===== src/rtl/burst_macros.svh =====
`ifndef BURST_MACROS_SVH
`define BURST_MACROS_SVH

// Data word width in bits
`define BURST_WORD_W 16

`define BURST_DATA_DEPTH 16
`define BURST_DESC_DEPTH 4

// Keep BURST_LEN at or below BURST_DATA_DEPTH
`define BURST_LEN 4
`define BURST_LEN_W 3

`endif


===== src/rtl/burst_pkg.sv =====
`include "burst_macros.svh"

package burst_pkg;

    // One data word as carried through the buffer
    typedef logic [`BURST_WORD_W-1:0] word_t;

    // Length of a closed burst
    typedef logic [`BURST_LEN_W-1:0] len_t;

    // Burst descriptor held in the descriptor FIFO
    typedef struct packed {
        len_t len;
    } desc_t;

endpackage


===== src/rtl/burst_buffer_top.sv =====
`timescale 1ns/1ps
`include "burst_macros.svh"

module burst_buffer_top (
    input  logic             clk,
    input  logic             reset,
    input  logic             flush,
    input  logic             in_req,
    input  burst_pkg::word_t in_data,
    output logic             in_ack,
    output logic             out_req,
    output burst_pkg::word_t out_data,
    output logic             out_last,
    input  logic             out_ack
);

    import burst_pkg::*;

    logic  rx_valid;
    word_t rx_word;
    logic  rx_take;
    logic  dat_wr_en;
    logic  dat_full;
    logic  dat_rd_en;
    word_t dat_rd_data;
    logic  desc_wr_en;
    desc_t desc_wr_data;
    logic  desc_full;
    logic  desc_rd_en;
    desc_t desc_rd_data;
    logic  desc_empty;
    logic  tx_load;
    word_t tx_word;
    logic  tx_last;
    logic  tx_idle;

    word_rx_port rx_port_i (.*);

    burst_ctrl ctrl_i (.*);

    sync_fifo #(.payload_t(word_t), .DEPTH(`BURST_DATA_DEPTH)) data_fifo_i (
        .clk, .reset,
        .wr_en   (dat_wr_en),
        .wr_data (rx_word),
        .rd_en   (dat_rd_en),
        .rd_data (dat_rd_data),
        .full    (dat_full),
        .empty   ()
    );

    sync_fifo #(.payload_t(desc_t), .DEPTH(`BURST_DESC_DEPTH)) desc_fifo_i (
        .clk, .reset,
        .wr_en   (desc_wr_en),
        .wr_data (desc_wr_data),
        .rd_en   (desc_rd_en),
        .rd_data (desc_rd_data),
        .full    (desc_full),
        .empty   (desc_empty)
    );

    word_tx_port tx_port_i (.*);

endmodule


===== src/rtl/burst_ctrl.sv =====
`timescale 1ns/1ps
`include "burst_macros.svh"

module burst_ctrl (
    input  logic             clk,
    input  logic             reset,
    input  logic             flush,
    input  logic             rx_valid,
    output logic             rx_take,
    output logic             dat_wr_en,
    input  logic             dat_full,
    output logic             desc_wr_en,
    output burst_pkg::desc_t desc_wr_data,
    input  logic             desc_full,
    output logic             desc_rd_en,
    input  burst_pkg::desc_t desc_rd_data,
    input  logic             desc_empty,
    output logic             dat_rd_en,
    input  burst_pkg::word_t dat_rd_data,
    output logic             tx_load,
    output burst_pkg::word_t tx_word,
    output logic             tx_last,
    input  logic             tx_idle
);

    import burst_pkg::*;

    localparam len_t LEN_MAX = `BURST_LEN;

    typedef enum logic [1:0] {
        D_IDLE,
        D_DESC,
        D_READ,
        D_LOAD
    } drain_state_t;

    len_t         open_cnt;
    len_t         cnt_next;
    logic         close;
    len_t         remain;
    drain_state_t state;

    // Fill side
    assign rx_take   = rx_valid && !dat_full && !desc_full;
    assign dat_wr_en = rx_take;
    assign cnt_next  = open_cnt + len_t'(rx_take);
    // Same-cycle word and flush: word joins, then the burst closes
    assign close     = (rx_take && cnt_next == LEN_MAX) || (flush && cnt_next != '0);

    assign desc_wr_en       = close;
    assign desc_wr_data.len = cnt_next;

    always_ff @(posedge clk or posedge reset) begin
        if (reset) begin
            open_cnt <= '0;
        end else begin
            open_cnt <= close ? '0 : cnt_next;
        end
    end

    // Drain side
    assign desc_rd_en = (state == D_IDLE) && !desc_empty;
    assign dat_rd_en  = (state == D_READ) && tx_idle;
    assign tx_load    = (state == D_LOAD);
    assign tx_word    = dat_rd_data;
    assign tx_last    = (remain == len_t'(1));

    always_ff @(posedge clk or posedge reset) begin
        if (reset) begin
            state  <= D_IDLE;
            remain <= '0;
        end else begin
            case (state)
                D_IDLE: if (desc_rd_en) state <= D_DESC;
                D_DESC: begin
                    remain <= desc_rd_data.len;
                    state  <= D_READ;
                end
                D_READ: if (dat_rd_en) state <= D_LOAD;
                D_LOAD: begin
                    remain <= remain - 1'b1;
                    state  <= tx_last ? D_IDLE : D_READ;
                end
                default: state <= D_IDLE;
            endcase
        end
    end

endmodule


===== src/rtl/sync_fifo.sv =====
`timescale 1ns/1ps

module sync_fifo #(
    parameter type payload_t = logic [7:0],
    parameter int  DEPTH     = 8
) (
    input  logic     clk,
    input  logic     reset,
    input  logic     wr_en,
    input  payload_t wr_data,
    input  logic     rd_en,
    output payload_t rd_data,
    output logic     full,
    output logic     empty
);

    localparam int PTR_W = $clog2(DEPTH);
    localparam int CNT_W = $clog2(DEPTH + 1);
    localparam logic [PTR_W-1:0] LAST_PTR = PTR_W'(DEPTH - 1);
    localparam logic [CNT_W-1:0] FULL_CNT = CNT_W'(DEPTH);

    payload_t mem [DEPTH];

    logic [PTR_W-1:0] wr_ptr;
    logic [PTR_W-1:0] rd_ptr;
    logic [CNT_W-1:0] count_q;
    logic             do_wr;
    logic             do_rd;

    assign full  = (count_q == FULL_CNT);
    assign empty = (count_q == '0);

    // A same-cycle read frees the slot a write needs when full,
    // and a same-cycle write feeds a read when empty
    assign do_wr = wr_en && (!full || rd_en);
    assign do_rd = rd_en && (!empty || wr_en);

    always_ff @(posedge clk) begin
        if (do_wr) begin
            mem[wr_ptr] <= wr_data;
        end
    end

    always_ff @(posedge clk or posedge reset) begin
        if (reset) begin
            wr_ptr  <= '0;
            rd_ptr  <= '0;
            count_q <= '0;
            rd_data <= '0;
        end else begin
            if (do_wr) begin
                wr_ptr <= (wr_ptr == LAST_PTR) ? '0 : wr_ptr + 1'b1;
            end
            if (do_rd) begin
                rd_ptr  <= (rd_ptr == LAST_PTR) ? '0 : rd_ptr + 1'b1;
                // Bypass when empty, memory slot not yet written
                rd_data <= empty ? wr_data : mem[rd_ptr];
            end else begin
                rd_data <= '0;
            end
            case ({do_wr, do_rd})
                2'b10:   count_q <= count_q + 1'b1;
                2'b01:   count_q <= count_q - 1'b1;
                default: count_q <= count_q;
            endcase
        end
    end

endmodule


===== src/rtl/word_rx_port.sv =====
`timescale 1ns/1ps

module word_rx_port (
    input  logic            clk,
    input  logic            reset,
    input  logic            in_req,
    input  burst_pkg::word_t in_data,
    output logic            in_ack,
    output logic            rx_valid,
    output burst_pkg::word_t rx_word,
    input  logic            rx_take
);

    typedef enum logic [1:0] {
        RX_IDLE,
        RX_HOLD,
        RX_ACK
    } rx_state_t;

    rx_state_t state;

    assign rx_valid = (state == RX_HOLD);
    assign in_ack   = (state == RX_ACK);

    always_ff @(posedge clk or posedge reset) begin
        if (reset) begin
            state <= RX_IDLE;
        end else begin
            case (state)
                RX_IDLE: if (in_req) state <= RX_HOLD;
                RX_HOLD: if (rx_take) state <= RX_ACK;
                // Wait for the producer to release its request
                RX_ACK:  if (!in_req) state <= RX_IDLE;
                default: state <= RX_IDLE;
            endcase
        end
    end

    // Word is taken as the request is first seen
    always_ff @(posedge clk) begin
        if (state == RX_IDLE && in_req) begin
            rx_word <= in_data;
        end
    end

endmodule


===== src/rtl/word_tx_port.sv =====
`timescale 1ns/1ps

module word_tx_port (
    input  logic             clk,
    input  logic             reset,
    input  logic             tx_load,
    input  burst_pkg::word_t tx_word,
    input  logic             tx_last,
    output logic             tx_idle,
    output logic             out_req,
    output burst_pkg::word_t out_data,
    output logic             out_last,
    input  logic             out_ack
);

    typedef enum logic [1:0] {
        TX_IDLE,
        TX_REQ,
        TX_DROP
    } tx_state_t;

    tx_state_t state;

    assign tx_idle = (state == TX_IDLE);
    assign out_req = (state == TX_REQ);

    always_ff @(posedge clk or posedge reset) begin
        if (reset) begin
            state    <= TX_IDLE;
            out_last <= 1'b0;
        end else begin
            case (state)
                TX_IDLE: begin
                    if (tx_load) begin
                        state    <= TX_REQ;
                        out_last <= tx_last;
                    end
                end
                TX_REQ:  if (out_ack) state <= TX_DROP;
                // Consumer still holds ack from this transfer
                TX_DROP: if (!out_ack) state <= TX_IDLE;
                default: state <= TX_IDLE;
            endcase
        end
    end

    always_ff @(posedge clk) begin
        if (tx_idle && tx_load) begin
            out_data <= tx_word;
        end
    end

endmodule

===== config.mk =====
export PLATFORM = sky130hd
export DESIGN_NAME = burst_buffer_top
export DESIGN_NICKNAME = d
export VERILOG_FILES = /design/src/rtl/burst_pkg.sv /design/src/rtl/burst_buffer_top.sv /design/src/rtl/burst_ctrl.sv /design/src/rtl/sync_fifo.sv /design/src/rtl/word_rx_port.sv /design/src/rtl/word_tx_port.sv
export VERILOG_INCLUDE_DIRS = /design/src /design/src/rtl
export SDC_FILE = /design/constraint.sdc
export NUM_CORES = 1
export LEC_CHECK = 0
export ABC_CLOCK_PERIOD_IN_PS = 9800
export BUFFER_PORTS_ARGS = -buffer_cell sky130_fd_sc_hd__buf_2
export CORE_MARGIN = 1
export CORE_UTILIZATION = 45
export DETAILED_ROUTE_END_ITERATION = 10
export HOLD_SLACK_MARGIN = 0.1
export MAX_ROUTING_LAYER = met4
export PLACE_DENSITY_LB_ADDON = 0.25
export SKIP_LAST_GASP = 1
export SLEW_MARGIN = 20
export SYNTH_ARGS = -nofsm -noshare
export SYNTH_HDL_FRONTEND = slang
export SYNTH_SLANG_ARGS = --single-unit

===== constraint.sdc =====
create_clock -name clk -period 9.8 [get_ports clk]
set_input_delay 1.96 -clock clk [delete_from_list [all_inputs] [get_ports clk]]
set_output_delay 1.96 -clock clk [all_outputs]
set_load 0.03 [all_outputs]

* Word level (Yosys, flattened, before mapping)
Memories as Yosys holds them, arrays and structs flattened.
Cells that the tools add are included.
** Word-level totals
- Output and inout bits :: 19
- Memories kept :: 2
- Bits in registers :: 84
- RAM bits :: 268
** Cells by class
- Eq/ne operators :: 27
- Reduce and logical (&&, ||, !) cells :: 34
- Add/sub/neg operators :: 10
- Multiplexer cells :: 28
** Memory list
- data_fifo_i.mem :: depth 16, bits a word 16, rd ports 1, clocked after memory_dff 0, write ports 1, RTL line sync_fifo.sv:22 : payload_t mem [DEPTH];
- desc_fifo_i.mem :: depth 4, bits a word 3, rd ports 1, clocked after memory_dff 0, write ports 1, RTL line sync_fifo.sv:22
** Operators by type and width (number)
- $mux W16 :: 2
- $mux W2 :: 11
- $eq A2 B2 Y1 const B :: 8
- $logic_and A1 B1 Y1 :: 12
- $pmux W2 S3 :: 2
- $pmux W3 S2 :: 2
- $eq A2 B1 Y1 const B :: 5
- $pmux W5 S2 :: 1
- $mux W3 :: 3
- $add A4 B1 Y4 const B :: 2
- $eq A4 B4 Y1 const B :: 2
- $mux W4 :: 2
- $ne A2 B1 Y1 const B :: 4
- $ne A2 B2 Y1 const B :: 4
- $pmux W2 S4 :: 1
- $eq A3 B3 Y1 const B :: 2
- $logic_not A2 Y1 :: 3
- $reduce_and A3 Y1 :: 2
- $reduce_bool A2 Y1 :: 3
- $sub A3 B1 Y3 const B :: 2
- $add A5 B1 Y5 const B :: 1
- $eq A5 B5 Y1 const B :: 1
- $logic_not A5 Y1 :: 1
- $logic_or A1 B1 Y1 :: 5
- other kinds (10) :: 18

* Longest topological paths before layout
Gate-level depths: netlist of run 1.
- Depth after elaboration :: 12
- Gate-level depth with buffers :: 15
- Mapped depth without buffers :: 14

* Hierarchy
From an unflattened synthesis of run 1, not the netlist that was laid out.
** Second synthesis, totals
- Cell total of the unflattened synthesis :: 715
- Area, all modules :: 14047.2 µm²
** Modules (own cells, without submodules)
- sync_fifo at data_fifo_i :: times used 1, area each 11240.8 µm², seq. area each 8413.1 µm², cells each 529
- sync_fifo at desc_fifo_i :: times used 1, area each 1029.7 µm², seq. area each 610.6 µm², cells each 70
- word_tx_port :: times used 1, area each 618.1 µm², seq. area each 555.5 µm², cells each 28
- word_rx_port :: times used 1, area each 585.6 µm², seq. area each 530.5 µm², cells each 27
- burst_ctrl :: times used 1, area each 573.0 µm², seq. area each 200.2 µm², cells each 61

* Least setup slack after synthesis of run 1
OpenSTA, ideal clock, no wires.
- Path kind :: input -> register
- Start point :: input in_req
- End point :: register rx_port_i.rx_word[0] (enable)
- Slack :: 6.149 ns
- Data arrival time :: 3.236 ns
- Cell stages on the path :: 1
- Required time :: 9.385 ns
- Setup time :: 0.415 ns
- Cells stage by stage :: nor3b_1
** Between the ends
- Word-level cells in the longest chain between the ends :: 1
** Ends and longest elaborated chain
- start: declaration :: RTL line burst_buffer_top.sv:8 : input logic in_req,
- $logic_and A1 B1 Y1 :: RTL line word_rx_port.sv:41 : if (state == RX_IDLE && in_req) begin
- end signal: assignment :: RTL line word_rx_port.sv:42 : rx_word <= in_data;
- end: declaration :: RTL line word_rx_port.sv:10 : output burst_pkg::word_t rx_word,
No other way between the ends.
A chain may end at the register's enable or synchronous reset.

==> results of run 1 <==
==> area by class of cell <==
class                           instances  area, sq um
Sequential cell                       352        10300
Tap cell                              390          488
Multi-Input combinational cell        283         3230
Timing Repair Buffer                   47          255
Clock buffer                           51         1010
Fill cell                            2287        14200
Inverter                               19         71.3
Clock inverter                         13          119
==> critical path, cell delays in order (launching register included) <==
cell,delay (ns)
dfrtp_1,0.41
nand2b_1,0.25
a211oi_2,0.75
ha_1,0.29
ha_1,0.30
o31ai_1,0.37
nor2_1,0.18
inv_1,0.09
ha_1,0.17
inv_1,0.07
fa_1,0.43
xor2_1,0.15
nor2_1,0.12
xor2_1,0.15
==> layer usage <==
| metal | up-vias | GRT usage [%] |
|---|---|---|
| met3 | 36 | 3.29 |
| met1 | 3347 | 24.0 |
| met5 | - | - |
| met4 | 0 | 5.11 |
| li1 | 2833 | - |
| met2 | 183 | 27.1 |
==> power groups by stage <==
| stage | Clock (uW) | Sequential, uW | Combinational (uW) |
|---|---|---|---|
| 2_1_floorplan | 0 | 2090 | 1010 |
| 3_3_place_gp | 0 | 2120 | 1280 |
| 6_report | 1310 | 2100 | 1320 |
| 4_1_cts | 1340 | 2110 | 1340 |
| 5_1_grt | 1400 | 2140 | 1440 |
| 3_5_place_dp | 0 | 2140 | 1330 |
==> registers in the layout (all words and copies together), names as in the netlist <==
name                 cells
data_fifo_i.mem        256
data_fifo_i.rd_data     16
rx_port_i.rx_word       16
tx_port_i.out_data      16
desc_fifo_i.mem         12
data_fifo_i.count_q      5
data_fifo_i.rd_ptr       4
data_fifo_i.wr_ptr       4
ctrl_i.open_cnt          3
ctrl_i.remain            3
desc_fifo_i.count_q      3
desc_fifo_i.rd_data      3
ctrl_i.state             2
desc_fifo_i.rd_ptr       2
desc_fifo_i.wr_ptr       2
rx_port_i.state          2
tx_port_i.state          2
tx_port_i.out_last       1
==> cell families (layout without fill, tap and decap cells) <==
group | after synthesis | count (layout) | synth area share, %
multiplexers | 105 | 105 | 14.0
AO/OA/AOI/OAI | 47 | 47 | 2.63
buffers and inverters | 47 | 130 | 1.50
AND/OR/NAND/NOR | 99 | 99 | 3.60
flip-flops | 352 | 352 | 75.5
XOR/XNOR | 11 | 11 | 0.706
adder cells (fa/ha/maj) | 21 | 21 | 2.03
==> layout by cell type, fill, tap and decap left out, drive strengths merged, types with 12 or more instances in the layout <==
cell type	count
nor2	38
mux2	20
edfxtp	300
mux2i	18
buf	47
dfrtp	52
mux4	67
ha	19
clkbuf	51
inv	21
a221o	16
nand2	19
o21ai	12
==> worst paths after layout <==
kind                                        start                     end
setup / recovery               rx_port_i.state[1]  desc_fifo_i.count_q[2]
hold reg to reg            data_fifo_i.rd_data[0]   tx_port_i.out_data[0]
min in group asynchronous                   reset  data_fifo_i.rd_data[9]
hold / removal             data_fifo_i.rd_data[0]   tx_port_i.out_data[0]
max in group asynchronous                   reset   data_fifo_i.rd_ptr[1]
setup reg to reg               rx_port_i.state[1]  desc_fifo_i.count_q[2]
==> per-stage QoR <==
stage / hold WS, ns / cell area, sq um
floorplan: 0.401 / 13700
global placement: 0.401 / 14400
detailed placement: 0.404 / 14400
CTS: 0.418 / 15500
global route: 0.424 / 15500
finish: 0.417 / 15500
==> metrics, run 1 <==
port buffer count 39; Clk pwr share 27.7%; Synth Register Bits 352; Reg2Reg Depth 13; Die H 176 microns; die area 31000 sq um; antenna cells 0; Final Hold Viols 0; Core Area 29700 sq um; Worst Hold Class register to register; vias in the first global route 6752; worst path required time 10.23 ns; Final Skew 0.0126 ns; switching share of power 30.5%; CTS max path bufs 3; crit-path max FO 13; net switching power 1440 uW; M1 WL 11.3 mm; top cell type by total area after synthesis edfxtp_1; Pre-antenna DRT Iters 4; GRT Residual Overflow 0; Synth area leaders edfxtp_1, mux4_2, dfrtp_1; RePlAce Congestion 0.734; Vias/cell 5.54; DR top layer met4; fin util 52.1%; asr flop ratio synth 14.8%; CP Capture Type register; Worst-path clk slew 0.06 ns; post-route non-filler standard cell count 1155; status complete, no violations; DR WL met3 1.57 mm; met2 WL 11.9 mm; startpoint types register; R2R Setup Slk 5.98 ns; Yosys top cell area share 66.0%; Main synth FF type edfxtp_1; Post-synth EDFFs 300; H-tree depth 2; GRT Overall Usage 17.6%; Area Growth Syn to Fin 13.4%; # nets final 782; wirelength, routed 25.3 mm; Setup TNS 0 ns; average wire per cell in the routed design 21.9 microns; Lkg Pwr 0.00534 uW; Iter 0 DRT Violations 546; pwr dens 306 nW/um^2; FP Rows 63; Comb power frac 27.9%; Place WS 6.03 ns; Final ANT Viol Nets 0; Post-CTS Resized 0; clock buffer count from CTS 37; synth warn 0; first-pass GRT wire length 39.2 mm; Residual DRC 0; Hold-fix buffers, CTS 0; Synth cell types 42; CTS Root Cell clkbuf_16; PnR worst setup slack 5.98 ns; share of cells above drive strength 1 27.1%; vias after detailed routing 6399; Max Slew Vio Count 0; Max Cap Viol 0; Max IR drop VDD 161 uV; cells after synthesis 682; Rel. slew slack 27.0%; Starting Density 45.9%; largest net degree at the start of global routing 69; Synth Net Count 724; total power 4730 uW; minimum clock period 3.82 ns; Final HPWL DP 14.6 mm; period utilization 39.0%; worst-margin pin slew 1.09 ns; internal power 3290 uW; Die Width 176 microns; Mapped Area 13700 sq um; WP data arrival 4.26 ns; hold depth 0; Clock Latency Late Sink 0.51 ns; Mean Syn Cell Area 20.0 sq um; io pins 40; Fmax achieved 262 MHz; Seq pwr share 44.5%; Post-CTS Setup Bufs 0; Seq/Total Area, Yosys 75.5%; Inst Count DP 1091; list of most frequent post-synthesis cells edfxtp_1, mux4_2, dfrtp_1, nor2_1, mux2_2; most common cell in the netlist edfxtp_1; Setup violations, final 0; unrepaired setup endpoints after global routing false; CTS tree built; initial antenna violation count 0; Sink Count 352; classification of the worst setup path register to register
Note: power is estimated with default switching activity, not from simulation.
==> run 2: changes to the inputs <==
--- a/config.mk
+++ b/config.mk
@@ -6,7 +6,7 @@
 export SDC_FILE = /design/constraint.sdc
 export NUM_CORES = 1
 export LEC_CHECK = 0
-export ABC_CLOCK_PERIOD_IN_PS = 9800
+export ABC_CLOCK_PERIOD_IN_PS = 3600
 export BUFFER_PORTS_ARGS = -buffer_cell sky130_fd_sc_hd__buf_2
 export CORE_MARGIN = 1
 export CORE_UTILIZATION = 45
==> constraint.sdc (replaced) <==
create_clock -name clk -period 3.6 [get_ports clk]
set_input_delay 0.72 -clock clk [delete_from_list [all_inputs] [get_ports clk]]
set_output_delay 0.72 -clock clk [all_outputs]
set_load 0.03 [all_outputs]
==> run 2 against run 1 <==
Net effect: die area did not move; first-iteration DRC count fell by 4.9%; critical endpoint is now data_fifo_i.count_q[4]; via count rose by 1.4%; register-to-register slack got worse by 5.7 ns; critical path type unchanged; non-clock buffer count rose by 18; hold slack got worse by 0.034 ns.
==> metrics, run 2 (same netlist as run 1, synthesis figures left out) <==
status complete, no violations; M1 WL 11.2 mm; CTS Root Cell clkbuf_16; net switching power 3960 uW; pwr dens 838 nW/um^2; first-pass GRT wire length 40.7 mm; met2 WL 13.3 mm; die area 31000 sq um; placed instance area 14500 sq um; RePlAce Congestion 0.736; worst-margin pin slew 1.01 ns; slowest cell delay on critical path 0.49 ns; GRT Overall Usage 18.3%; crit-path max FO 12; CTS tree built; fin util 52.7%; Max Slew Vio Count 0; antenna cells 0; Max Cap Viol 0; Iter 0 DRT Violations 519; Area Growth Syn to Fin 14.7%; worst path required time 4.00 ns; Worst Hold Class input port to register; R2R Setup Slk 0.28 ns; port buffer count 39; initial antenna violation count 0; wirelength, routed 26.3 mm; Vias/cell 5.52; share of cells above drive strength 1 27.4%; Clock Latency Late Sink 0.52 ns; WP data arrival 3.71 ns; Core Area 29700 sq um; Reg2Reg Depth 10; Top reg by flops data_fifo_i.mem; Residual DRC 0; Fmax achieved 302 MHz; Die Width 176 microns; Worst-path clk slew 0.06 ns; Sink Count 352; final instance area 15700 sq um; Final Skew 0.0230 ns; Max IR drop VDD 358 uV; Comb power frac 27.4%; Clk pwr share 28.1%; Starting Density 45.9%; # nets final 800; H-tree depth 2; classification of the worst setup path register to register; CTS max path bufs 3; Setup violations, final 0; vias after detailed routing 6491; DR WL met3 1.34 mm; Final ANT Viol Nets 0; Slowest-stage cell, CP dfrtp_1; Pre-antenna DRT Iters 7; minimum clock period 3.32 ns; period utilization 92.1%; startpoint types register; Die H 176 microns; clock buffer count from CTS 37; Final HPWL DP 15.7 mm; RR Endpoint data_fifo_i.count_q[4]; Seq pwr share 44.5%; number of flip-flops in the largest register 256; CP Capture Type register; largest net degree at the start of global routing 43; most common cell after layout, fill and taps aside edfxtp_1; vias in the first global route 6958; worst r2r src ctrl_i.state[0]; Rel. slew slack 32.5%; Hold Path End rx_port_i.rx_word[9]; hold path startpoint in_data[9]; average wire per cell in the routed design 22.3 microns; io pins 40; Final Hold Viols 0; DR top layer met4; Filler cells 2277; Critical Path Start ctrl_i.state[0]; most frequent cells in the layout edfxtp_1, mux4_2, dfrtp_1; Lkg Pwr 0.00549 uW; critical-path cell list nor4b_2, o21a_1, ha_1, inv_1, fa_1, nor2b_1, o21ai_0, nand3_1, or3b_2, xnor2_1; GRT Residual Overflow 0; switching share of power 30.2%; hold depth 1; internal power 9160 uW; FP Rows 63; unrepaired setup endpoints after global routing true
==> run 2: area by class of cell <==
cell class | count | area, sq um | share of cell area (%)
clock buffer | 54 | 1040 | 6.64
timing repair buffer | 65 | 428 | 2.73
tap | 390 | 488 | 3.11
inverter | 19 | 71.3 | 0.455
sequential | 352 | 10300 | 65.8
clock inverter | 13 | 144 | 0.918
multi-input combinational | 283 | 3180 | 20.3
==> run 2: power by group through the flow <==
stage          Clock, uW  Sequential, uW  Combinational [uW]
6_report            3680            5840                3600
4_1_cts             3760            5850                3630
3_3_place_gp           0            5860                3460
3_5_place_dp           0            5930                3610
2_1_floorplan          0            5680                2740
5_1_grt             3900            5940                3940
==> run 2: how the worst max path moves through the flow <==
| stage | to | depth (start not counted) |
|---|---|---|
| 6_report | data_fifo_i.count_q[4] | 10 |
| 5_1_grt | data_fifo_i.count_q[4] | 10 |
| 4_1_cts | data_fifo_i.count_q[4] | 10 |
| 3_5_place_dp | data_fifo_i.count_q[4] | 10 |
| 3_3_place_gp | desc_fifo_i.count_q[2] | 14 |
| 2_1_floorplan | desc_fifo_i.count_q[2] | 15 |
==> run 2: what timing repair did <==
action | CTS | global route
setup endpoints to repair | 0 | 2
hold buffers | 0 | 0
setup buffers | 0 | 0
gates resized for setup | 0 | 2
==> run 2: metal layers <==
metal	up-vias	track usage (%)
li1	2864	-
met3	41	2.56
met2	170	30.5
met1	3416	23.8
met5	-	-
met4	0	4.60
==> run 2: worst max-delay path, delay by kind of cell, from the launching register on <==
kind,cells,cell delay (ns)
buffers and inverters,1,0.11
and+or+nand+nor,4,1.21
xor gates and xnor gates,1,0.14
DFF,1,0.49
AOI/OAI and AO/OA,2,0.48
adders and majority gates,2,0.75
==> run 2: per-stage QoR <==
stage          setup slack [ns]  hold WS, ns  TNS, ns  cells  power (uW)
2_1_floorplan             0.296        0.401        0    682        8420
3_3_place_gp              0.305        0.401        0   1109        9320
3_5_place_dp              0.143        0.405        0   1109        9530
4_1_cts                  0.0996        0.365        0   1176       13200
5_1_grt                 -0.0298        0.367  -0.0298   1176       13800
6_report                  0.285        0.383        0   1176       13100
